`src/hdl/vid_cen.sv`:
```
//~~~~~~~~~~~~~~~~~~~~~~~~~~~~~~~~~~~~~~~~~~~~~~~~~~~~~~~~~~~~~~~~~~~~
// Clock enables: 6 MHz pixel and 3 MHz from the 24 MHz clock
//~~~~~~~~~~~~~~~~~~~~~~~~~~~~~~~~~~~~~~~~~~~~~~~~~~~~~~~~~~~~~~~~~~~~

`timescale 1ns/1ps

module vid_cen (
    input  logic clk24,
    input  logic rst_n,
    output logic cen6,
    output logic cen3
);

    logic [2:0] cnt;

    always_ff @(posedge clk24 or negedge rst_n) begin
        if (!rst_n) begin
            cnt <= '0;
        end else begin
            cnt <= cnt + 3'd1;
        end
    end

    // Registered so both enables are clean single-cycle pulses
    always_ff @(posedge clk24 or negedge rst_n) begin
        if (!rst_n) begin
            cen6 <= 1'b0;
            cen3 <= 1'b0;
        end else begin
            cen6 <= cnt[1:0] == 2'b11;  // 1 in 4
            cen3 <= cnt == 3'b111;      // 1 in 8, always with a cen6
        end
    end

endmodule

```
`config.mk`:
```
export PLATFORM = sky130hd
export DESIGN_NAME = vid_cen
export DESIGN_NICKNAME = d
export VERILOG_FILES = /design/src/hdl/vid_cen.sv
export SDC_FILE = /design/constraint.sdc
export NUM_CORES = 1
export LEC_CHECK = 0
export BUFFER_PORTS_ARGS = -buffer_cell sky130_fd_sc_hd__buf_2
export CAP_MARGIN = 20
export CORE_AREA = 5 5 42 44
export DETAILED_ROUTE_END_ITERATION = 12
export DIE_AREA = 0 0 47 49
export PLACE_DENSITY_LB_ADDON = 0.3
export SYNTH_ARGS = -nofsm -noshare
export SYNTH_HDL_FRONTEND = slang
export SYNTH_SLANG_ARGS = --single-unit
```
`constraint.sdc`:
```
create_clock -name clk24 -period 1.5 [get_ports clk24]
set_clock_uncertainty 0.2 [all_clocks]
set_input_delay 0.45 -clock clk24 [delete_from_list [all_inputs] [get_ports clk24]]
set_output_delay 0.45 -clock clk24 [all_outputs]
set_load 0.02 [all_outputs]
```
# Yosys cells after proc, flatten, opt, wreduce, memory -nomap -nowiden
# Index checks and enable logic that the tools add are counted.
# op_classes
add_sub_neg	1
mul	0
n_div	0
magnitude_cmp	0
eq_ne	2
n_shift	0
muxes	0
bitwise_logic	0
reduce_logical	0
# op_table
operator	count
adder 3 x 1 -> 3 bit (second input constant)	1
== test 3 bit (second input constant)	1
== test 2 bit (second input constant)	1
# word_totals
regBits	5
latch_bits	0
ramBits	0
mem_bits_ro	0
in_bits	2
output_inout_bits	2
word_cells	6
mem_count	0

# Longest topological paths before layout
# Gate-level depths: netlist (run 1).
# logic_depth
depth_word	1
mapped_depth	2
mapped_depth_nobuf	2

# Worst setup path after synthesis (run 1)
# No wires, ideal clock.
# synth_timing
path_kind	reg2reg
startpoint	reg cnt[0]
endpoint	reg cnt[2]
setup_time_ns	0.126
arrival_ns	0.813
t_required_ns	1.174
slack_ns	0.361
stages_incl_launch_ff	3
path_buffers	0
synth_period_minus_slack_ns	1.139
cell_sequence	dfrtp_1 -> ha_1 -> ha_1
# synth_between
elab_chain_cells	1
# synth_rtl
element	line_no	text
start, declared	14	logic [2:0] cnt;
start signal, assigned	20	cnt <= cnt + 3'd1;
adder 3 x 1 -> 3 bit	20	
# Every way passes these cells.

# Worst setup path after layout (run 1)
# layout_timing
startpoint	reg cen3
endpoint	out cen3
# layout_rtl
element	line_no	text
start, declared	11	output logic cen3
start signal, assigned	28	cen3 <= 1'b0;
start signal, assigned	31	cen3 <= cnt == 3'b111;
# No word-level cell between the ends.

==> flow_summary.yaml, run 1 <==
outcome:
  status: "completed"
drt:
  ant_nets: 0
  first_iter_violations: 1
  viasPerCell: 2.59
  routed-via-count: 83
  drt-wirelength-per-cell_um: 6.84
  drcViolationCount: 0
  wl_um: 219
  first_pass_iters: 2
setup_path:
  critPathMaxFanout: 1
  end_kind: "output port"
  cp_cell_sequence: "buf_2"
  critical_path_class: "flip-flop to output port"
  crit_family: "flip-flops"
  cp.arrival_ns: 0.74
  critPathLaunch: "cen3"
  r2r-start: "cnt[0]"
  path_buf_inv: 1
  critPathMaxStageDelay_ns: 0.35
  worstSetupStartpointType: "flip-flop"
  critical_path.slowest_cell: "dfrtp_1"
  cp.required_ns: 0.85
logic_synthesis:
  synth_seq_cells: 5
  synth_area_leaders: "dfrtp_1 81%, ha_1 16%, inv_1 2.4%"
  synth_fa_ha_area_frac: 0.163
  synth_top_area_frac: 0.813
  netlist_area_um2: 154
  syn_avg_cell_area_um2: 19.2
  synth_compound_area_frac: 0
  yosysSeqAreaShare: 0.813
  yosysWarnings: 0
  yosysTopAreaCell: "dfrtp_1"
  synth_top_family_by_area: "adder cells"
  synth.area.mux_share: 0
  synth.distinct_cells: 3
  synth_xor_area_frac: 0
  synth_nets: 12
  synthSimpleGateAreaFrac: 0
  postSynthCellCount: 8
finish:
  n_antenna_cell: 0
  fin_nets: 21
  syn2layout_area_growth_pct: 46.3
  drive_gt1_frac: 0.375
  num-fill-cells: 158
  final_cells: 32
worst_hold_path:
  min_path_type: "flip-flop to flip-flop"
  hold_start: "cnt[0]"
clocking:
  clock-root-buffer: "clkbuf_4"
  clk_pin_slew_worst_paths_ns: 0.04
  htree_levels: 1
  tritoncts: "yes"
  cts.sinks: 5
  numCtsBuffers: 3
  postCtsSetupBuffers: 0
  cts_buffer_depth: 2
  clk_latency_ns: 0.24
placement:
  gp_congestion: 0.583
  portBuffers: 3
  hpwl_um: 161
  dp.cells: 27
floorplanning:
  start_util: 0.110
  core_area_um2: 1400
  die_h_um: 49
  rows: 14
  die_width_um: 47
  die_area_um2: 2300
  num_io_pins: 4
global_routing:
  grt_usage: 0.0312
  antenna_found_initial: 0
  grt-ovfl-total: 0
  grt_pass1_wl_um: 386
  grt_max_degree: 6
  grt_pass1_vias: 92
power_and_ir_drop:
  power_frac_comb: 0.018
  pwr-share-clk: 0.521
  p_leak_nw: 0.129
  p_sw_uw: 55.5
  seqPwrFrac: 0.461
  swShare: 0.189
  internal_power_uw: 238
  vdd_drop_max_mv: 0.616
  power.density_nw_per_um2: 1310
timing:
  fmax_mhz: 719
  fin_crit_sh: 0.927
  slew_violations: 0
  rsz0062_at_grt: "no"
  max_slew.worst_pin.slew_ns: 0.117
  period_needed_ns: 1.39
  hold_viol_final: 0
  slew_headroom: 0.922
  setup_viol: 0
  tns_ns: 0
flow_run:
  cap_violations: 0
==> layout by cell type, fill, tap and decap left out, drive strengths merged <==
master,count
ha,2
inv,1
dfrtp,5
dlygate4sd3,1
buf,3
clkbuf,4
==> flip-flops by register name, summed over array words and instances, names as in the netlist <==
| signal | cells |
|---|---|
| cnt | 3 |
| cen3 | 1 |
| cen6 | 1 |
==> through the flow <==
step	hold WS (ns)	cell area (um^2)	util	setup WS, ns	total power [mW]
floorplan	-0.0456	154	-	0.361	0.137
global placement	0.0637	189	0.135	0.347	0.141
detailed placement	0.0722	189	0.135	0.338	0.141
CTS	0.225	225	0.161	0.0927	0.306
global route	0.273	225	0.161	0.0697	0.317
finish	0.222	225	0.161	0.110	0.294
==> Yosys cell counts, drive strengths merged <==
cell type / number
dfrtp: 5
ha: 2
inv: 1
==> logic make-up after synthesis <==
family                   after synthesis
adder cells (fa/ha/maj)                2
buffers and inverters                  1
flip-flops                             5
==> path summary, 6_finish.rpt <==
check	to	slack (ns)	cells past startpoint
min	cnt[0]	0.22	1
min in group asynchronous	cen3	0.35	2
max	cen3	0.11	1
min reg2reg	cnt[0]	0.22	1
max reg2reg	cnt[2]	0.34	2
max in group asynchronous	cnt[1]	0.62	2
==> per-layer routing <==
layer / global-route usage / up-vias / share of wire
li1: - / 40 / -
met4: 0.0138 / 0 / 0
met3: 0.0701 / 0 / 0.27
met2: 0.0226 / 6 / 0.32
met5: 0 / - / 0
met1: 0.0268 / 37 / 0.41
==> repair_timing <==
action                    4_1_cts  5_1_grt
gates resized for setup         0        0
hold endpoints to repair        5        0
hold buffers                    1        0
==> power by group through the flow <==
stage / combinational (mW) / sequential [mW] / clock, mW
after floorplan: 0.0000000286 / 0.137 / 0
after global placement: 0.00329 / 0.137 / 0
after detailed placement: 0.00375 / 0.137 / 0
after CTS: 0.00569 / 0.135 / 0.165
after global routing: 0.00628 / 0.135 / 0.175
final: 0.00535 / 0.135 / 0.153
==> final cells by class <==
| cell class | count | area [um^2] | area share |
|---|---|---|---|
| inverters | 1 | 3.75 | 0.0167 |
| clock buffers | 4 | 26.3 | 0.117 |
| repair buffers | 4 | 25.0 | 0.111 |
| well taps | 16 | 20.0 | 0.0889 |
| flip-flops and latches | 5 | 125 | 0.556 |
| multi-input cells | 2 | 25.0 | 0.111 |
(Power assumes the default switching activity.)
==> inputs of run 2 (changes only) <==
--- a/config.mk
+++ b/config.mk
@@ -10,7 +10,6 @@
 export CORE_AREA = 5 5 42 44
 export DETAILED_ROUTE_END_ITERATION = 12
 export DIE_AREA = 0 0 47 49
-export PLACE_DENSITY_LB_ADDON = 0.3
 export SYNTH_ARGS = -nofsm -noshare
 export SYNTH_HDL_FRONTEND = slang
 export SYNTH_SLANG_ARGS = --single-unit
==> flow_summary.yaml, run 2 (synthesized netlist as in run 1, its figures left out) <==
outcome:
  status: "completed"
setup_path:
  cp.arrival_ns: 0.75
  crit_family: "flip-flops"
  end_kind: "output port"
  critical_path.slowest_cell: "dfrtp_1"
  r2r_slack_ns: 0.31
  worstSetupStartpointType: "flip-flop"
  cp_cell_sequence: "buf_2"
  critPathMaxFanout: 1
  r2r-end: "cnt[2]"
  r2r_cells: 2
  cp.required_ns: 0.85
  r2r-start: "cnt[0]"
  path_buf_inv: 1
  critical_path_class: "flip-flop to output port"
  critPathMaxStageDelay_ns: 0.35
floorplanning:
  die_h_um: 49
  die_width_um: 47
  num_io_pins: 4
  rows: 14
  die_area_um2: 2300
  core_area_um2: 1400
  start_util: 0.110
clocking:
  tritoncts: "yes"
  htree_levels: 1
  cts.sinks: 5
  numCtsBuffers: 3
  clk_latency_ns: 0.24
  clock-root-buffer: "clkbuf_4"
  cts_resized: 0
  cts_buffer_depth: 2
  postCtsSetupBuffers: 0
  clk_pin_slew_worst_paths_ns: 0.04
timing:
  period_needed_ns: 1.40
  max_slew.worst_pin.slew_ns: 0.120
  whs_ns: 0.232
  hold_viol_final: 0
  fin_crit_sh: 0.931
  tns_ns: 0
  slew_violations: 0
  setup_viol: 0
  fmax_mhz: 716
  rsz0062_at_grt: "no"
  timing.final.ws_setup_ns: 0.103
  slew_headroom: 0.920
finish:
  largest-register: "cnt"
  final_cell_mix: "5 x dfrtp_1, 3 x clkbuf_4, 3 x buf_2, 2 x ha_1"
  num-fill-cells: 159
  n_antenna_cell: 0
  final_common_cell: "dfrtp_1"
  reg_top3: "cnt x3, cen3 x1, cen6 x1"
  fin_nets: 21
  syn2layout_area_growth_pct: 46.3
  largest_reg_flops: 3
  drive_gt1_frac: 0.375
  fin_util: 0.161
power_and_ir_drop:
  swShare: 0.181
  vdd_drop_max_mv: 0.162
  seqPwrFrac: 0.465
  internal_power_uw: 238
  p_sw_uw: 52.8
  power_frac_comb: 0.019
  power.density_nw_per_um2: 1290
  pwr-share-clk: 0.516
  p_leak_nw: 0.129
global_routing:
  grt-ovfl-total: 0
  grt_max_degree: 6
  antenna_found_initial: 0
  grt_usage: 0.0367
  grt_pass1_wl_um: 434
  grt_pass1_vias: 123
drt:
  first_iter_violations: 2
  ant_nets: 0
  viasPerCell: 2.84
  first_pass_iters: 2
  drcViolationCount: 0
  drt-wirelength-per-cell_um: 7.84
  routed-via-count: 91
  wl_um: 251
placement:
  portBuffers: 3
  place_ws_ns: 0.302
  gp_congestion: 0.616
worst_hold_path:
  hold_start: "cnt[0]"
  min_to: "cnt[0]"
  whs_path_depth: 1
  min_path_type: "flip-flop to flip-flop"
flow_run:
  cap_violations: 0
==> run 2: worst max path at each step <==
stage / to / start / cells past startpoint / slack, ns
floorplan: cnt[2] / cnt[0] / 2 / 0.36
global placement: cnt[2] / cnt[0] / 2 / 0.35
detailed placement: cnt[2] / cnt[0] / 2 / 0.30
CTS: cen3 / cen3 / 1 / 0.09
global route: cen3 / cen3 / 1 / 0.07
finish: cen3 / cen3 / 1 / 0.10
==> run 2: cell type report <==
class / instances / area [um^2] / share of cell area
multi-input combinational: 2 / 25.0 / 0.111
tap: 16 / 20.0 / 0.0889
timing repair buffer: 4 / 25.0 / 0.111
inverter: 1 / 3.75 / 0.0167
sequential: 5 / 125 / 0.556
clock buffer: 4 / 26.3 / 0.117
==> run 2: routing by layer <==
layer,wire [um],track usage,up-vias,part of all wire
met5,0,0,-,0
met4,0,0.0553,0,0
met3,45,0.0554,0,0.18
met2,142,0.0430,4,0.57
met1,64,0.0133,47,0.25
li1,-,-,40,-
==> run 2: timing repair <==
item | in CTS | in global routing
hold endpoints to repair | 5 | 0
hold buffers | 1 | 0
endpoints found under the setup margin | 0 | 0
==> run 2: worst reg2reg max path: cells and delay by family, from the launching register on <==
| kind | cells | cell delay, ns |
|---|---|---|
| flops | 1 | 0.38 |
| fa+ha+maj | 2 | 0.50 |
==> run 2: per-stage QoR <==
step	instance area, um^2	cells	total power [mW]
2_1_floorplan	154	8	0.137
3_3_place_gp	189	27	0.140
3_5_place_dp	189	27	0.141
4_1_cts	225	32	0.299
5_1_grt	225	32	0.304
6_report	225	32	0.291
==> run 2: power groups by stage <==
stage / Sequential (mW) / Clock, mW / Combinational, mW
floorplan: 0.137 / 0 / 0.0000000286
global placement: 0.137 / 0 / 0.00296
detailed placement: 0.137 / 0 / 0.00364
CTS: 0.135 / 0.158 / 0.00573
global route: 0.135 / 0.163 / 0.00658
finish: 0.135 / 0.150 / 0.00555
