`config.mk`:
```
export PLATFORM = sky130hd
export DESIGN_NAME = vid_timer
export DESIGN_NICKNAME = d
export VERILOG_FILES = /design/src/hdl/vid_pkg.sv /design/src/hdl/vid_timer.sv
export SDC_FILE = /design/constraint.sdc
export NUM_CORES = 1
export LEC_CHECK = 0
export BUFFER_PORTS_ARGS = -buffer_cell sky130_fd_sc_hd__buf_2
export CAP_MARGIN = 20
export CORE_ASPECT_RATIO = 0.6
export CORE_MARGIN = 2
export CORE_UTILIZATION = 50
export DETAILED_ROUTE_END_ITERATION = 10
export GPL_ROUTABILITY_DRIVEN = 0
export PLACE_DENSITY = 0.82
export SYNTH_ARGS = -nofsm -noshare
export SYNTH_HDL_FRONTEND = slang
export SYNTH_SLANG_ARGS = --single-unit
```
`constraint.sdc`:
```
create_clock -name clk24 -period 2.5 [get_ports clk24]
set_input_delay 0.25 -clock clk24 [delete_from_list [all_inputs] [get_ports clk24]]
set_output_delay 0.25 -clock clk24 [all_outputs]
set_load 0.05 [all_outputs]
```
`src/hdl/vid_pkg.sv`:
```
//~~~~~~~~~~~~~~~~~~~~~~~~~~~~~~~~~~~~~~~~~~~~~~~~~~~~~~~~~~~~~~~~~~~~
// Video path types: timing, map entry, char pixel and colour structs,
// char fetch states and default frame sizes
//~~~~~~~~~~~~~~~~~~~~~~~~~~~~~~~~~~~~~~~~~~~~~~~~~~~~~~~~~~~~~~~~~~~~

package vid_pkg;

    // Default frame, 6 MHz pixel clock
    localparam int H_TOTAL_DEF = 384;
    localparam int V_TOTAL_DEF = 262;
    localparam int H_VIS_DEF   = 256;
    localparam int V_VIS_DEF   = 224;
    localparam int H_SYNC_DEF  = 304;   // Sync start, pixels
    localparam int V_SYNC_DEF  = 232;   // Sync start, lines

    // Timer output, blanking bits high while visible
    typedef struct packed {
        logic [8:0] h;
        logic [8:0] v;
        logic       lhbl;
        logic       lvbl;
        logic       hs;
        logic       vs;
    } vid_timing_t;

    // Tile map entry as written by the CPU
    typedef struct packed {
        logic [3:0] pal;
        logic [7:0] code;
    } map_entry_t;

    // One pixel out of the char layer
    typedef struct packed {
        logic [3:0] pal;
        logic [1:0] pix;
        logic       lhbl;
        logic       lvbl;
    } char_pix_t;

    typedef struct packed {
        logic [3:0] r;
        logic [3:0] g;
        logic [3:0] b;
    } rgb_t;

    typedef enum logic [1:0] {
        FETCH_IDLE,
        FETCH_MAP,
        FETCH_ROM,
        FETCH_LOAD
    } fetch_state_e;

endpackage

```
`src/hdl/vid_timer.sv`:
```
//~~~~~~~~~~~~~~~~~~~~~~~~~~~~~~~~~~~~~~~~~~~~~~~~~~~~~~~~~~~~~~~~~~~~
// Video timer: H/V counters, blanking, sync and tile boundary strobe
//~~~~~~~~~~~~~~~~~~~~~~~~~~~~~~~~~~~~~~~~~~~~~~~~~~~~~~~~~~~~~~~~~~~~

`timescale 1ns/1ps

module vid_timer #(
    parameter int H_TOTAL = 384,
    parameter int V_TOTAL = 262,
    parameter int H_VIS   = 256,
    parameter int V_VIS   = 224,
    parameter int H_SYNC  = 304,
    parameter int V_SYNC  = 232
) (
    input  logic                 clk24,
    input  logic                 rst_n,
    input  logic                 cen6,
    output vid_pkg::vid_timing_t tim,
    output logic                 tile_start
);

    // Sync widths are fixed by the monitor standard, not the frame size
    localparam int HS_LEN = 32;
    localparam int VS_LEN = 4;

    localparam logic [8:0] H_END  = 9'(H_TOTAL - 1);
    localparam logic [8:0] V_END  = 9'(V_TOTAL - 1);
    localparam logic [8:0] H_VISL = 9'(H_VIS);
    localparam logic [8:0] V_VISL = 9'(V_VIS);
    localparam logic [8:0] HS_ON  = 9'(H_SYNC);
    localparam logic [8:0] HS_OFF = 9'(H_SYNC + HS_LEN);
    localparam logic [8:0] VS_ON  = 9'(V_SYNC);
    localparam logic [8:0] VS_OFF = 9'(V_SYNC + VS_LEN);

    logic [8:0] h_nxt;
    logic [8:0] v_nxt;

    always_comb begin
        h_nxt = tim.h + 9'd1;
        v_nxt = tim.v;
        if (tim.h == H_END) begin
            h_nxt = '0;
            v_nxt = (tim.v == V_END) ? 9'd0 : tim.v + 9'd1;
        end
    end

    // Levels decoded from the next count so they line up with h and v
    always_ff @(posedge clk24 or negedge rst_n) begin
        if (!rst_n) begin
            tim.h      <= H_END;    // First step lands on 0,0
            tim.v      <= V_END;
            tim.lhbl   <= 1'b0;
            tim.lvbl   <= 1'b0;
            tim.hs     <= 1'b0;
            tim.vs     <= 1'b0;
            tile_start <= 1'b0;
        end else if (cen6) begin
            tim.h      <= h_nxt;
            tim.v      <= v_nxt;
            tim.lhbl   <= h_nxt < H_VISL;
            tim.lvbl   <= v_nxt < V_VISL;
            tim.hs     <= (h_nxt >= HS_ON) && (h_nxt < HS_OFF);
            tim.vs     <= (v_nxt >= VS_ON) && (v_nxt < VS_OFF);
            tile_start <= h_nxt[2:0] == 3'd0;
        end
    end

endmodule

```
== Word level (Yosys, flattened, before mapping) ==
Index checks and enable logic that the tools add are counted.

* Multiplexer cells: 3
* Equal/unequal tests: 2
* $lt $le $gt $ge: 6
* Reduce and logical (&&, ||, !) cells: 3
* $add $sub $neg: 2

{| class="wikitable"
|+ Operators by type and width
! operator !! number
|-
| 2-to-1 mux 9 bit || 3
|-
| adder 9 x 1 -> 9 bit (second input constant) || 2
|-
| equality test 9 bit (second input constant) || 2
|-
| less-than comparator 9 x 8 -> 1 bit (second input constant) || 2
|-
| less-than comparator 9 bit (second input constant) || 2
|-
| >= comparator 9 x 8 -> 1 bit (second input constant) || 1
|-
| >= comparator 9 bit (second input constant) || 1
|-
| logical NOT 3 bit || 1
|-
| logical AND 1 bit || 2
|}

* Input port bits: 3
* Logic and storage cells: 23
* Register bits: 23
* Output and inout bits: 23

== Logic depth before layout (Yosys ltp) ==
* Word-level depth: 5
* Gate-level depth with buffers: 9
* Depth with buffers taken out: 7

== Least setup slack after synthesis ==
OpenSTA, ideal clock, no wires.

* Kind: register to register
* Start point: reg tim[14] in the netlist's numbering
* End point: reg tim[0] in the netlist's numbering
* Path slack: -0.120 ns
* Required time: 2.378 ns
* Arrival time: 2.499 ns
* Path buffers: 2
* Setup time: 0.122 ns
* Clock period less this slack: 2.620 ns
* Stages on the path, launching flop included: 10
* Cells stage by stage: dfstp_2 -> ha_1 -> buf_4 -> nand3_2 -> or4_4 -> buf_6 -> o311a_1 -> a21oi_2 -> nor3_1 -> a32o_1

* Word-level cells in the longest chain between the ends: 4
* Elaborated cells between the ends (all ways): 5
* Those cells by class: 2 x order compare; 1 x eq/ne; 1 x mux; 1 x reduce/logical

{| class="wikitable"
|+ RTL lines
! item !! line !! RTL
|-
| start, declared || vid_timer.sv:18 || <nowiki>output vid_pkg::vid_timing_t tim,</nowiki>
|-
| equality test 9 bit * || vid_timer.sv:41 || <nowiki>if (tim.h == H_END) begin</nowiki>
|-
| 2-to-1 mux 9 bit * || vid_timer.sv:41 ||
|-
| >= comparator 9 x 8 -> 1 bit or less-than comparator 9 x 8 -> 1 bit (tied branches) || vid_timer.sv:63 || <nowiki>tim.vs <= (v_nxt >= VS_ON) && (v_nxt < VS_OFF);</nowiki>
|-
| logical AND 1 bit * || vid_timer.sv:63 ||
|}

Every way passes the cells marked *; elsewhere a longest branch is shown, timed or not.
A chain may end at the register's enable or synchronous reset.

== Final worst setup path ==
Ends and elaborated chain as after synthesis.

==> flow_metrics.env <==
export IMPL_ys_seq_area_frac=0.394
export IMPL_fin_area_mm2=0.00176
export IMPL_htree_num_levels=1
export IMPL_vdd_ir_drop_max_uv=342
export IMPL_slew_headroom=0.653
export IMPL_area_growth_pct=17.9
export IMPL_drv_cap=0
export IMPL_postPlaceCellArea_mm2=0.00166
export IMPL_dr_pass1_iters=6
export IMPL_drive_gt1_frac=0.317
export IMPL_slew_viol_final=0
export IMPL_arrival_ns=2.60
export IMPL_outcome="finished clean"
export IMPL_setup_viol=0
export IMPL_netlist_area_mm2=0.00150
export IMPL_cp_max_fo=7
export IMPL_clock_latency_ns=0.26
export IMPL_synth_area_per_cell_um2=8.65
export IMPL_synth_seq_cells=23
export IMPL_grt_pass1_wl_um=6170
export IMPL_die_area_mm2=0.00346
export IMPL_die_y_um=46.4
export IMPL_timing_hold_violations_final=0
export IMPL_skew_ns=0.00374
export IMPL_avgViaCountPerCell=6.29
export IMPL_crit_type="flop to flop"
export IMPL_hp_class="input port to flop"
export IMPL_fin_crit_sh=0.980
export IMPL_num_rows=15
export IMPL_fmax_mhz=408
export IMPL_worstMarginPinSlew_ns=0.521
export IMPL_cts_tree="yes"
export IMPL_ant_nets=0
export IMPL_antenna_cells=0
export IMPL_syn_instance_count=173
export IMPL_drt_iter0_markers=223
export IMPL_io_buffers=25
export IMPL_worstPathRequired_ns=2.65
export IMPL_period_minus_slack_ns=2.45
export IMPL_critPathCaptureType="flop"
export IMPL_grt_pass1_vias=1250
export IMPL_pin_count=26
export IMPL_antenna_found_initial=0
export IMPL_ys_warn_count=0
export IMPL_p_per_area_mw_per_mm2=690
export IMPL_r2r_slack_ns=0.05
export IMPL_overflow=0
export IMPL_wl_um=4070
export IMPL_cts_buffers=3
export IMPL_cts_root_buf="clkbuf_8"
export IMPL_core_area_mm2=0.00285
export IMPL_yosysUniqueCellTypes=46
export IMPL_crit_path_start_kind="flop"
export IMPL_clk_path_buf_depth=2
export IMPL_drcViolationCount=0
export IMPL_grt_max_degree=24
export IMPL_vias=1517
export IMPL_nets=206
export IMPL_syn_num_nets=179
export IMPL_fp_dieW_um=74.6
export IMPL_initial_core_util=0.525
export IMPL_place_hpwl_um=2710
export IMPL_fin_tns_setup_ns=0
export IMPL_grtUsageTotal=0.242
export IMPL_clk_transition_reported_paths_ns=0.08
export IMPL_avgRoutedWirePerCell_um=16.9
export IMPL_clkSinkCount=23
export IMPL_rsz0062_at_grt="no"
export IMPL_leakage_nw=0.716
-- repair_timing --
action | in CTS | in global routing
gates resized for setup | 1 | 2
hold buffers | 1 | 0
setup buffers | 0 | 5
pin swaps | 0 | 2
setup endpoints to repair | 1 | 1
endpoints found under the hold margin | 12 | 0
-- where the power goes --
part	switching [mW]	internal [mW]	leakage (nW)
logic	0.301	0.140	0.420
registers	0.0943	0.454	0.273
clock network	0.114	0.114	0.0228
total	0.509	0.708	0.716
-- through the flow --
step / std cells / hold slack, ns / util / total power, mW / setup WS [ns]
floorplan: 173 / -0.0456 / - / 0.863 / 0.0290
detailed placement: 231 / 0.254 / 0.582 / 0.956 / 0.0363
global route: 241 / 0.373 / 0.618 / 1.28 / 0.00873
CTS: 236 / 0.337 / 0.603 / 1.19 / 0.0702
finish: 241 / 0.345 / 0.618 / 1.22 / 0.0489
global placement: 231 / 0.249 / 0.582 / 0.941 / 0.209
-- critical path, cell delays in order (launching register included) --
cell	delay (ns)
dfstp_4	0.65
ha_4	0.17
nand3_2	0.14
or4_4	0.56
o311a_1	0.40
a21oi_2	0.11
nor3_1	0.08
a32o_1	0.23
-- layout by cell type, fill, tap and decap left out, drive strengths merged, types with 2 or more instances in the layout --
cell | synthesis | layout
nand4 | 8 | 8
a21oi | 11 | 11
nand3 | 9 | 9
a32o | 2 | 2
nor3 | 5 | 5
clkbuf | 8 | 4
buf | 6 | 35
o21ai | 19 | 19
xnor2 | 5 | 5
o2bb2ai | 2 | 2
dfrtp | 12 | 12
and3 | 4 | 4
or3 | 2 | 2
nand2 | 17 | 17
ha | 3 | 3
inv | 4 | 4
a31oi | 5 | 5
nor4 | 4 | 4
mux2i | 2 | 2
nor2b | 2 | 2
dfstp | 11 | 11
nor2 | 10 | 10
o31ai | 4 | 4
and4 | 2 | 2
-- Yosys cell counts, drive strengths merged --
master,n,share of area
o21ai,19,0.064
nand2,17,0.043
dfrtp,12,0.20
a21oi,11,0.039
dfstp,11,0.19
nor2,10,0.025
nand3,9,0.037
clkbuf,8,0.020
nand4,8,0.033
buf,6,0.026
a31oi,5,0.021
nor3,5,0.017
xnor2,5,0.029
and3,4,0.018
inv,4,0.010
nor4,4,0.021
o31ai,4,0.020
ha,3,0.025
a32o,2,0.013
and4,2,0.012
mux2i,2,0.013
nor2b,2,0.0084
o2bb2ai,2,0.012
or3,2,0.0084
a2111oi,1,0.0059
a211oi,1,0.0050
a21o,1,0.0050
a31o,1,0.0059
a32oi,1,0.0059
and4bb,1,0.0084
clkinv,1,0.0025
mux2,1,0.0075
nand2b,1,0.0042
nor4b,1,0.0059
o311a,1,0.0067
o311ai,1,0.0059
or2,1,0.0042
or2b,1,0.0059
or4,1,0.0075
xor2,1,0.0059
-- cell type report --
type                            count  area, um2
Clock buffer                        4       45.0
Tap cell                           42       52.6
Timing Repair Buffer               36        210
Fill cell                         248       1090
Multi-Input combinational cell    131        845
Inverter                            5       18.8
Sequential cell                    23        593
-- worst paths after layout --
kind,startpoint,endpoint,cells past startpoint
setup / recovery,tim[14]$_DFFE_PN1P_,tim[0]$_DFFE_PN0P_,7
hold / removal,cen6,tim[13]$_DFFE_PN1P_,3
setup reg to reg,tim[14]$_DFFE_PN1P_,tim[0]$_DFFE_PN0P_,7
hold reg to reg,tim[1]$_DFFE_PN0P_,tim[1]$_DFFE_PN0P_,2
max in group asynchronous,rst_n,tim[13]$_DFFE_PN1P_,2
min in group asynchronous,rst_n,tim[5]$_DFFE_PN0P_,2
-- metal layers --
| layer | track usage | vias to the layer above | part of all wire |
|---|---|---|---|
| met5 | 0 | - | 0 |
| met4 | 0.0893 | 0 | 0.029 |
| met3 | 0.0635 | 23 | 0.11 |
| met2 | 0.350 | 116 | 0.43 |
| met1 | 0.349 | 686 | 0.43 |
| li1 | - | 692 | - |
-- state kept, by name, indices dropped and copies added (netlist names) --
register and count:
tile_start 1, tim 22
-- kinds of logic (layout without fill, tap and decap cells) --
family,Yosys count,in the layout,synth area share
flip-flops,23,23,0.394
buffers and inverters,19,45,0.0585
AND/OR/NAND/NOR,69,69,0.258
XOR/XNOR,6,6,0.0351
AO/OA/AOI/OAI,50,50,0.209
adder cells (fa/ha/maj),3,3,0.0251
multiplexers,3,3,0.0209
Note: power is estimated with default switching activity, not from simulation.
