### src/hdl/vid_pkg.sv
//~~~~~~~~~~~~~~~~~~~~~~~~~~~~~~~~~~~~~~~~~~~~~~~~~~~~~~~~~~~~~~~~~~~~
// Video path types: timing, map entry, char pixel and colour structs,
// char fetch states and default frame sizes
//~~~~~~~~~~~~~~~~~~~~~~~~~~~~~~~~~~~~~~~~~~~~~~~~~~~~~~~~~~~~~~~~~~~~

package vid_pkg;

    // Default frame, 6 MHz pixel clock
    localparam int H_TOTAL_DEF = 384;
    localparam int V_TOTAL_DEF = 262;
    localparam int H_VIS_DEF   = 256;
    localparam int V_VIS_DEF   = 224;
    localparam int H_SYNC_DEF  = 304;   // Sync start, pixels
    localparam int V_SYNC_DEF  = 232;   // Sync start, lines

    // Timer output, blanking bits high while visible
    typedef struct packed {
        logic [8:0] h;
        logic [8:0] v;
        logic       lhbl;
        logic       lvbl;
        logic       hs;
        logic       vs;
    } vid_timing_t;

    // Tile map entry as written by the CPU
    typedef struct packed {
        logic [3:0] pal;
        logic [7:0] code;
    } map_entry_t;

    // One pixel out of the char layer
    typedef struct packed {
        logic [3:0] pal;
        logic [1:0] pix;
        logic       lhbl;
        logic       lvbl;
    } char_pix_t;

    typedef struct packed {
        logic [3:0] r;
        logic [3:0] g;
        logic [3:0] b;
    } rgb_t;

    typedef enum logic [1:0] {
        FETCH_IDLE,
        FETCH_MAP,
        FETCH_ROM,
        FETCH_LOAD
    } fetch_state_e;

endpackage

### src/hdl/vid_colmix.sv
//~~~~~~~~~~~~~~~~~~~~~~~~~~~~~~~~~~~~~~~~~~~~~~~~~~~~~~~~~~~~~~~~~~~~
// Colour mixer: palette RAM lookup, blanking gate, sync alignment
//~~~~~~~~~~~~~~~~~~~~~~~~~~~~~~~~~~~~~~~~~~~~~~~~~~~~~~~~~~~~~~~~~~~~

`timescale 1ns/1ps

module vid_colmix (
    input  logic               clk24,
    input  logic               rst_n,
    input  logic               cen6,
    input  vid_pkg::char_pix_t pix,
    input  logic               hs_in,
    input  logic               vs_in,
    input  logic               cpu_we,
    input  logic               pal_cs,
    input  logic [5:0]         cpu_addr,
    input  logic [11:0]        cpu_din,
    output vid_pkg::rgb_t      rgb,
    output logic               lhbl_dly,
    output logic               lvbl_dly,
    output logic               hs,
    output logic               vs
);

    // Char stage delay plus the lookup step
    localparam int SYNC_DLY = 10;

    vid_pkg::rgb_t        pal_ram [0:63];
    vid_pkg::rgb_t        pal_rd;
    logic [SYNC_DLY-1:0]  hs_dl;
    logic [SYNC_DLY-1:0]  vs_dl;

    always_ff @(posedge clk24) begin
        if (cpu_we && pal_cs) begin
            pal_ram[cpu_addr] <= vid_pkg::rgb_t'(cpu_din);
        end
    end

    assign pal_rd = pal_ram[{pix.pal, pix.pix}];   // 16 palettes of 4

    always_ff @(posedge clk24 or negedge rst_n) begin
        if (!rst_n) begin
            rgb      <= '0;
            lhbl_dly <= 1'b0;
            lvbl_dly <= 1'b0;
            hs_dl    <= '0;
            vs_dl    <= '0;
        end else if (cen6) begin
            rgb      <= (pix.lhbl && pix.lvbl) ? pal_rd : '0;  // Black in blanking
            lhbl_dly <= pix.lhbl;
            lvbl_dly <= pix.lvbl;
            hs_dl    <= {hs_dl[SYNC_DLY-2:0], hs_in};
            vs_dl    <= {vs_dl[SYNC_DLY-2:0], vs_in};
        end
    end

    assign hs = hs_dl[SYNC_DLY-1];
    assign vs = vs_dl[SYNC_DLY-1];

endmodule

### config.mk
export PLATFORM = sky130hd
export DESIGN_NAME = vid_colmix
export DESIGN_NICKNAME = d
export VERILOG_FILES = /design/src/hdl/vid_pkg.sv /design/src/hdl/vid_colmix.sv
export SDC_FILE = /design/constraint.sdc
export NUM_CORES = 1
export LEC_CHECK = 0
export BUFFER_PORTS_ARGS = -buffer_cell sky130_fd_sc_hd__buf_2
export CORE_AREA = 5 5 195 338
export CTS_CLUSTER_SIZE = 40
export DETAILED_ROUTE_END_ITERATION = 8
export DIE_AREA = 0 0 200 343
export GPL_TIMING_DRIVEN = 0
export PLACE_DENSITY = 0.67
export SETUP_SLACK_MARGIN = 0.15
export SLEW_MARGIN = 10
export SYNTH_ARGS = -nofsm -noshare
export SYNTH_HDL_FRONTEND = slang
export SYNTH_SLANG_ARGS = --single-unit
### constraint.sdc
create_clock -name clk24 -period 1.2 [get_ports clk24]
set_input_delay 0.24 -clock clk24 [delete_from_list [all_inputs] [get_ports clk24]]
set_output_delay 0.24 -clock clk24 [all_outputs]
set_load 0.03 [all_outputs]
==> Word level (Yosys, flattened, before mapping) <==
Memories as Yosys holds them, arrays and structs flattened.
Cells that the tools add are included.
{ "op_classes": {"n_mux": 3, "n_reduce_logical": 2} }
{ "ops": {"columns": ["cell", "n"], "rows": [
  ["$mux 12", 1],
  ["$logic_and 1x1->1", 2],
  ["$mux 1", 2]
]} }
{ "word_totals": {"ff_bits": 34, "ramBits": 768, "in_bits": 33, "out_inout_bits": 16, "word_cells": 13, "mem_count": 1} }
{ "mem_list": {"columns": ["memory", "depth", "width", "rd", "rd_clocked_by_memory_dff", "wr", "line", "rtl"], "rows": [
  ["pal_ram", 64, 12, 1, 0, 1, "vid_colmix.sv:28", "vid_pkg::rgb_t pal_ram [0:63];"]
]} }

==> Logic depth before layout (Yosys ltp) <==
{ "logic_depth": {"depth_word": 3, "depth_mapped": 8} }

==> Least setup slack after synthesis <==
No wires, ideal clock.
{ "synth_timing": {"path_type": "input to register", "startpoint": "input cpu_addr[5]", "endpoint": "memory pal_ram[39][0] in the netlist's numbering, enable pin", "setup_ps": 380, "arrival_ps": 1612, "required_ps": 820, "path_slack_ps": -793, "cell_stages": 4, "n_path_buf": 2, "cell_sequence": "clkbuf_1 > or3b_2 > clkbuf_1 > nor2_1"} }
{ "synth_lines": {"columns": ["element", "line", "rtl"], "rows": [
  ["from (decl)", "vid_colmix.sv:16", "input logic [5:0] cpu_addr,"],
  ["to (decl)", "vid_colmix.sv:28", null]
]} }
Straight into the memory's write port.

==> Final worst setup path <==
{ "layout_timing": {"startpoint": "memory pal_ram[7][6] in the netlist's numbering", "endpoint": "register rgb[6] in the netlist's numbering"} }
{ "layout_via": {"elab_chain_len": 2} }
{ "layout_rtl": {"columns": ["element", "line", "rtl"], "rows": [
  ["$mem_v2 64x12", null, null],
  ["$mux 12", "vid_colmix.sv:49", "rgb <= (pix.lhbl && pix.lvbl) ? pal_rd : '0;"],
  ["to (signal assigned)", "vid_colmix.sv:49", null],
  ["to (decl)", "vid_colmix.sv:18", "output vid_pkg::rgb_t rgb,"]
]} }
Every way passes these cells.
A chain may end at the register's enable or synchronous reset.

==> impl_metrics.sql <==
INSERT INTO impl_metrics (metric_group, metric, value, unit) VALUES
('status', 'outcome', 'complete, but fails checks', ''),
('status', 'violated_checks', 'setup timing', ''),
('clock_network', 'cts.reportedPaths.clkPinSlew', '0.07', 'ns'),
('clock_network', 'clock_sinks', '802', ''),
('global_routing', 'grt.total_usage', '24.3', '%'),
('hold_path', 'timing.hold.worst.start', 'pix[7]', ''),
('route', 'total_number_of_vias', '15600', ''),
('route', 'detail-route-antenna-nets', '0', ''),
('placed_design', 'postPlaceCellArea', '32700', 'um^2'),
('hold_path', 'min_delay_worst_endpoint', 'rgb[11]', ''),
('clock_network', 'clock_latency', '0.62', 'ns'),
('finish', 'sequential_cell_area', '23900', 'um^2'),
('timing', 'clock_period_minus_final_worst_setup_slack', '1.65', 'ns'),
('yosys', 'syn-mean-instance-area', '22.2', 'um^2'),
('route', 'average_vias_per_placed_instance', '6.29', ''),
('worst_setup_path', 'reg2reg_slack', '-0.45', 'ns'),
('finish', 'final_common_cell', 'sky130_fd_sc_hd__edfxtp_1', ''),
('worst_setup_path', 'timing.critical_path.fanout_max', '1', ''),
('hold_path', 'hold_path_depth', '4', ''),
('flow_run', 'cap_violations', '0', ''),
('worst_setup_path', 'critPathArrivalTime', '2.15', 'ns'),
('clock_network', 'htree_num_levels', '3', ''),
('finish', 'areaGrowthSynthToFinish', '22.3', '%'),
('finish', 'fillers', '4309', ''),
('clock_network', 'tritoncts', 'yes', ''),
('worst_setup_path', 'cp_slowest_cell', 'sky130_fd_sc_hd__mux4_2', ''),
('placed_design', 'placedCellCount', '2239', ''),
('timing', 'timing.final.setup_violations', '28', ''),
('worst_setup_path', 'timing.setup.critical_path_class', 'flip-flop to flip-flop', ''),
('timing', 'rsz0062_at_grt', 'true', ''),
('yosys', 'yosys_warnings', '0', ''),
('timing', 'worst-slew-pin-transition', '1.25', 'ns'),
('power', 'vdd_drop_max', '1.08', 'mV'),
('finish', 'final_design_area_no_fill', '37900', 'um^2'),
('finish', 'final_layout_size_suffix_gt1_share', '41.5', '%'),
('yosys', 'post_synth_inst_count', '1392', ''),
('placed_design', 'dp.final_hpwl', '51.5', 'mm'),
('yosys', 'post_synthesis_cell_area', '30900', 'um^2'),
('power', 'leakage', '12.0', 'nW'),
('yosys', 'synth.distinct_cells', '23', ''),
('timing', 'timing.clock.skew', '0.0308', 'ns'),
('floorplanning', 'floorplan.die_area', '68600', 'um^2'),
('global_routing', 'grt.overflow.total', '0', ''),
('worst_setup_path', 'critical_path.reg2reg.endpoint', 'rgb[6]', ''),
('finish', 'area_used_by_multi_input_combinational_logic', '7850', 'um^2'),
('route', 'detail_route.wirelength', '82.1', 'mm'),
('global_routing', 'grt_pass1_wl', '117', 'mm'),
('yosys', 'synth.yosys.seq_area_share', '77.3', '%'),
('timing', 'smallest_setup_slack_after_layout', '-0.451', 'ns'),
('worst_setup_path', 'startpoint_type', 'flip-flop', ''),
('finish', 'nets', '1651', ''),
('worst_setup_path', 'sequence_of_cells_on_the_critical_path', 'mux4_2 > mux2i_4 > a22oi_2 > nand4_1 > nand3_1', ''),
('floorplanning', 'die_width', '200', 'um'),
('timing', 'timing.fmax', '0.606', 'GHz'),
('finish', 'final-instance-count-excl-fill', '2476', ''),
('clock_network', 'clockBufferDepth', '3', ''),
('floorplanning', 'initial_utilization', '49.2', '%'),
('route', 'drt_drc_violations_left', '0', ''),
('hold_path', 'hold_path.class', 'input pin to flip-flop', ''),
('worst_setup_path', 'cpPeakStageDelay', '0.53', 'ns'),
('worst_setup_path', 'worst_r2r_startpoint', 'pal_ram[7][6]', ''),
('clock_network', 'cts.root.buffer_cell', 'sky130_fd_sc_hd__clkbuf_16', ''),
('yosys', 'synth.ff_latch_count', '802', ''),
('yosys', 'synthesis.nets', '1425', ''),
('route', 'dr.first_iter.drc_count', '1812', ''),
('placed_design', 'gp_routability_congestion', '1.06', ''),
('global_routing', 'vias_in_the_first_global_route', '16000', ''),
('global_routing', 'largest_net_degree_at_the_start_of_global_routing', '65', ''),
('floorplanning', 'floorplan.core_area', '62900', 'um^2'),
('worst_setup_path', 'r2r_cell_count', '5', ''),
('floorplanning', 'die_h', '343', 'um');
==> where the power goes <==
part	internal (W)	switching (W)	total, W
clock network	0.0130	0.00995	0.0229
registers	0.0310	0.000186	0.0312
logic	0.00169	0.00246	0.00415
total	0.0457	0.0126	0.0583
==> per-stage QoR <==
stage                     power (W)  util (%)
after floorplan              0.0337         -
after global placement       0.0352      52.0
after CTS                    0.0584      59.6
after global routing         0.0599      60.2
final                        0.0583      60.2
after detailed placement     0.0353      52.0
==> per-layer routing <==
metal / wire length [um] / global-route usage [%]
met5: 0 / 0
met4: 4240 / 10.8
met3: 5760 / 4.22
met2: 43100 / 41.4
met1: 29000 / 30.7
==> cell type report <==
| cell class | instances | share of cell area, % |
|---|---|---|
| multi-input combinational | 512 | 20.7 |
| timing repair buffer | 154 | 5.36 |
| sequential | 802 | 63.2 |
| clock buffer | 81 | 4.85 |
| tap | 806 | 2.66 |
| inverter | 1 | 0.00992 |
| buffer | 77 | 1.96 |
| clock inverter | 43 | 1.23 |
==> cells in the mapped netlist <==
master                     number  share of area (%)
sky130_fd_sc_hd__and2_1         1              0.020
sky130_fd_sc_hd__and3_1         1              0.020
sky130_fd_sc_hd__nand3_1       28               0.45
sky130_fd_sc_hd__nand2_1       32               0.39
sky130_fd_sc_hd__buf_2         22               0.36
sky130_fd_sc_hd__mux2_2        22               0.80
sky130_fd_sc_hd__nor2b_1        4              0.081
sky130_fd_sc_hd__buf_6         12               0.44
sky130_fd_sc_hd__clkbuf_1      27               0.33
sky130_fd_sc_hd__a22oi_1       36               0.87
sky130_fd_sc_hd__or3b_2         2              0.057
sky130_fd_sc_hd__nor2_1        70               0.85
sky130_fd_sc_hd__or3_1          1              0.020
sky130_fd_sc_hd__clkbuf_4       2              0.049
sky130_fd_sc_hd__edfxtp_1     768                 75
sky130_fd_sc_hd__inv_1          1              0.012
sky130_fd_sc_hd__nand3b_1       3              0.073
sky130_fd_sc_hd__nand4_1       12               0.24
sky130_fd_sc_hd__dfrtp_1       34                2.7
sky130_fd_sc_hd__mux4_2       192                 14
sky130_fd_sc_hd__mux2i_1       96                3.1
sky130_fd_sc_hd__buf_4         14               0.34
sky130_fd_sc_hd__nand2b_1      12               0.24
==> worst register-to-register path: stages (launching register included) <==
cell and delay (ns):
sky130_fd_sc_hd__edfxtp_1 0.38, sky130_fd_sc_hd__mux4_2 0.53, sky130_fd_sc_hd__mux2i_4 0.22, sky130_fd_sc_hd__a22oi_2 0.18, sky130_fd_sc_hd__nand4_1 0.13, sky130_fd_sc_hd__nand3_1 0.09
==> logic make-up after synthesis <==
logic type | after synthesis | share of synthesized area (%)
AO/OA/AOI/OAI | 36 | 0.873
flip-flops | 802 | 77.3
multiplexers | 310 | 17.9
buffers and inverters | 78 | 1.52
AND/OR/NAND/NOR | 166 | 2.45
==> sequential cells by signal (all words and copies together) (netlist names) <==
signal / cells
rgb: 12
vs_dl: 10
hs_dl: 10
pal_ram: 768
lhbl_dly: 1
lvbl_dly: 1
==> worst max-delay path by stage <==
stage                     depth (start not counted)  slack [ns]        endpoint     startpoint
after floorplan                                   3       -0.45  pal_ram[41][0]    cpu_addr[4]
after global placement                            7       -1.51         rgb[10]         pix[4]
after detailed placement                          7       -1.53         rgb[10]         pix[4]
after CTS                                         5       -0.44          rgb[1]  pal_ram[5][1]
after global routing                              5       -0.50          rgb[6]  pal_ram[7][6]
final                                             5       -0.45          rgb[6]  pal_ram[7][6]
==> what timing repair did <==
action | CTS | global route
pin swaps | 77 | 19
hold buffers | 5 | 0
hold endpoints to repair | 39 | 0
gates resized for setup | 211 | 35
buffers inserted | 93 | 13
gates cloned | 0 | 0
endpoints found under the setup margin | 796 | 376
No activity file was read; power rests on OpenSTA's default activity.
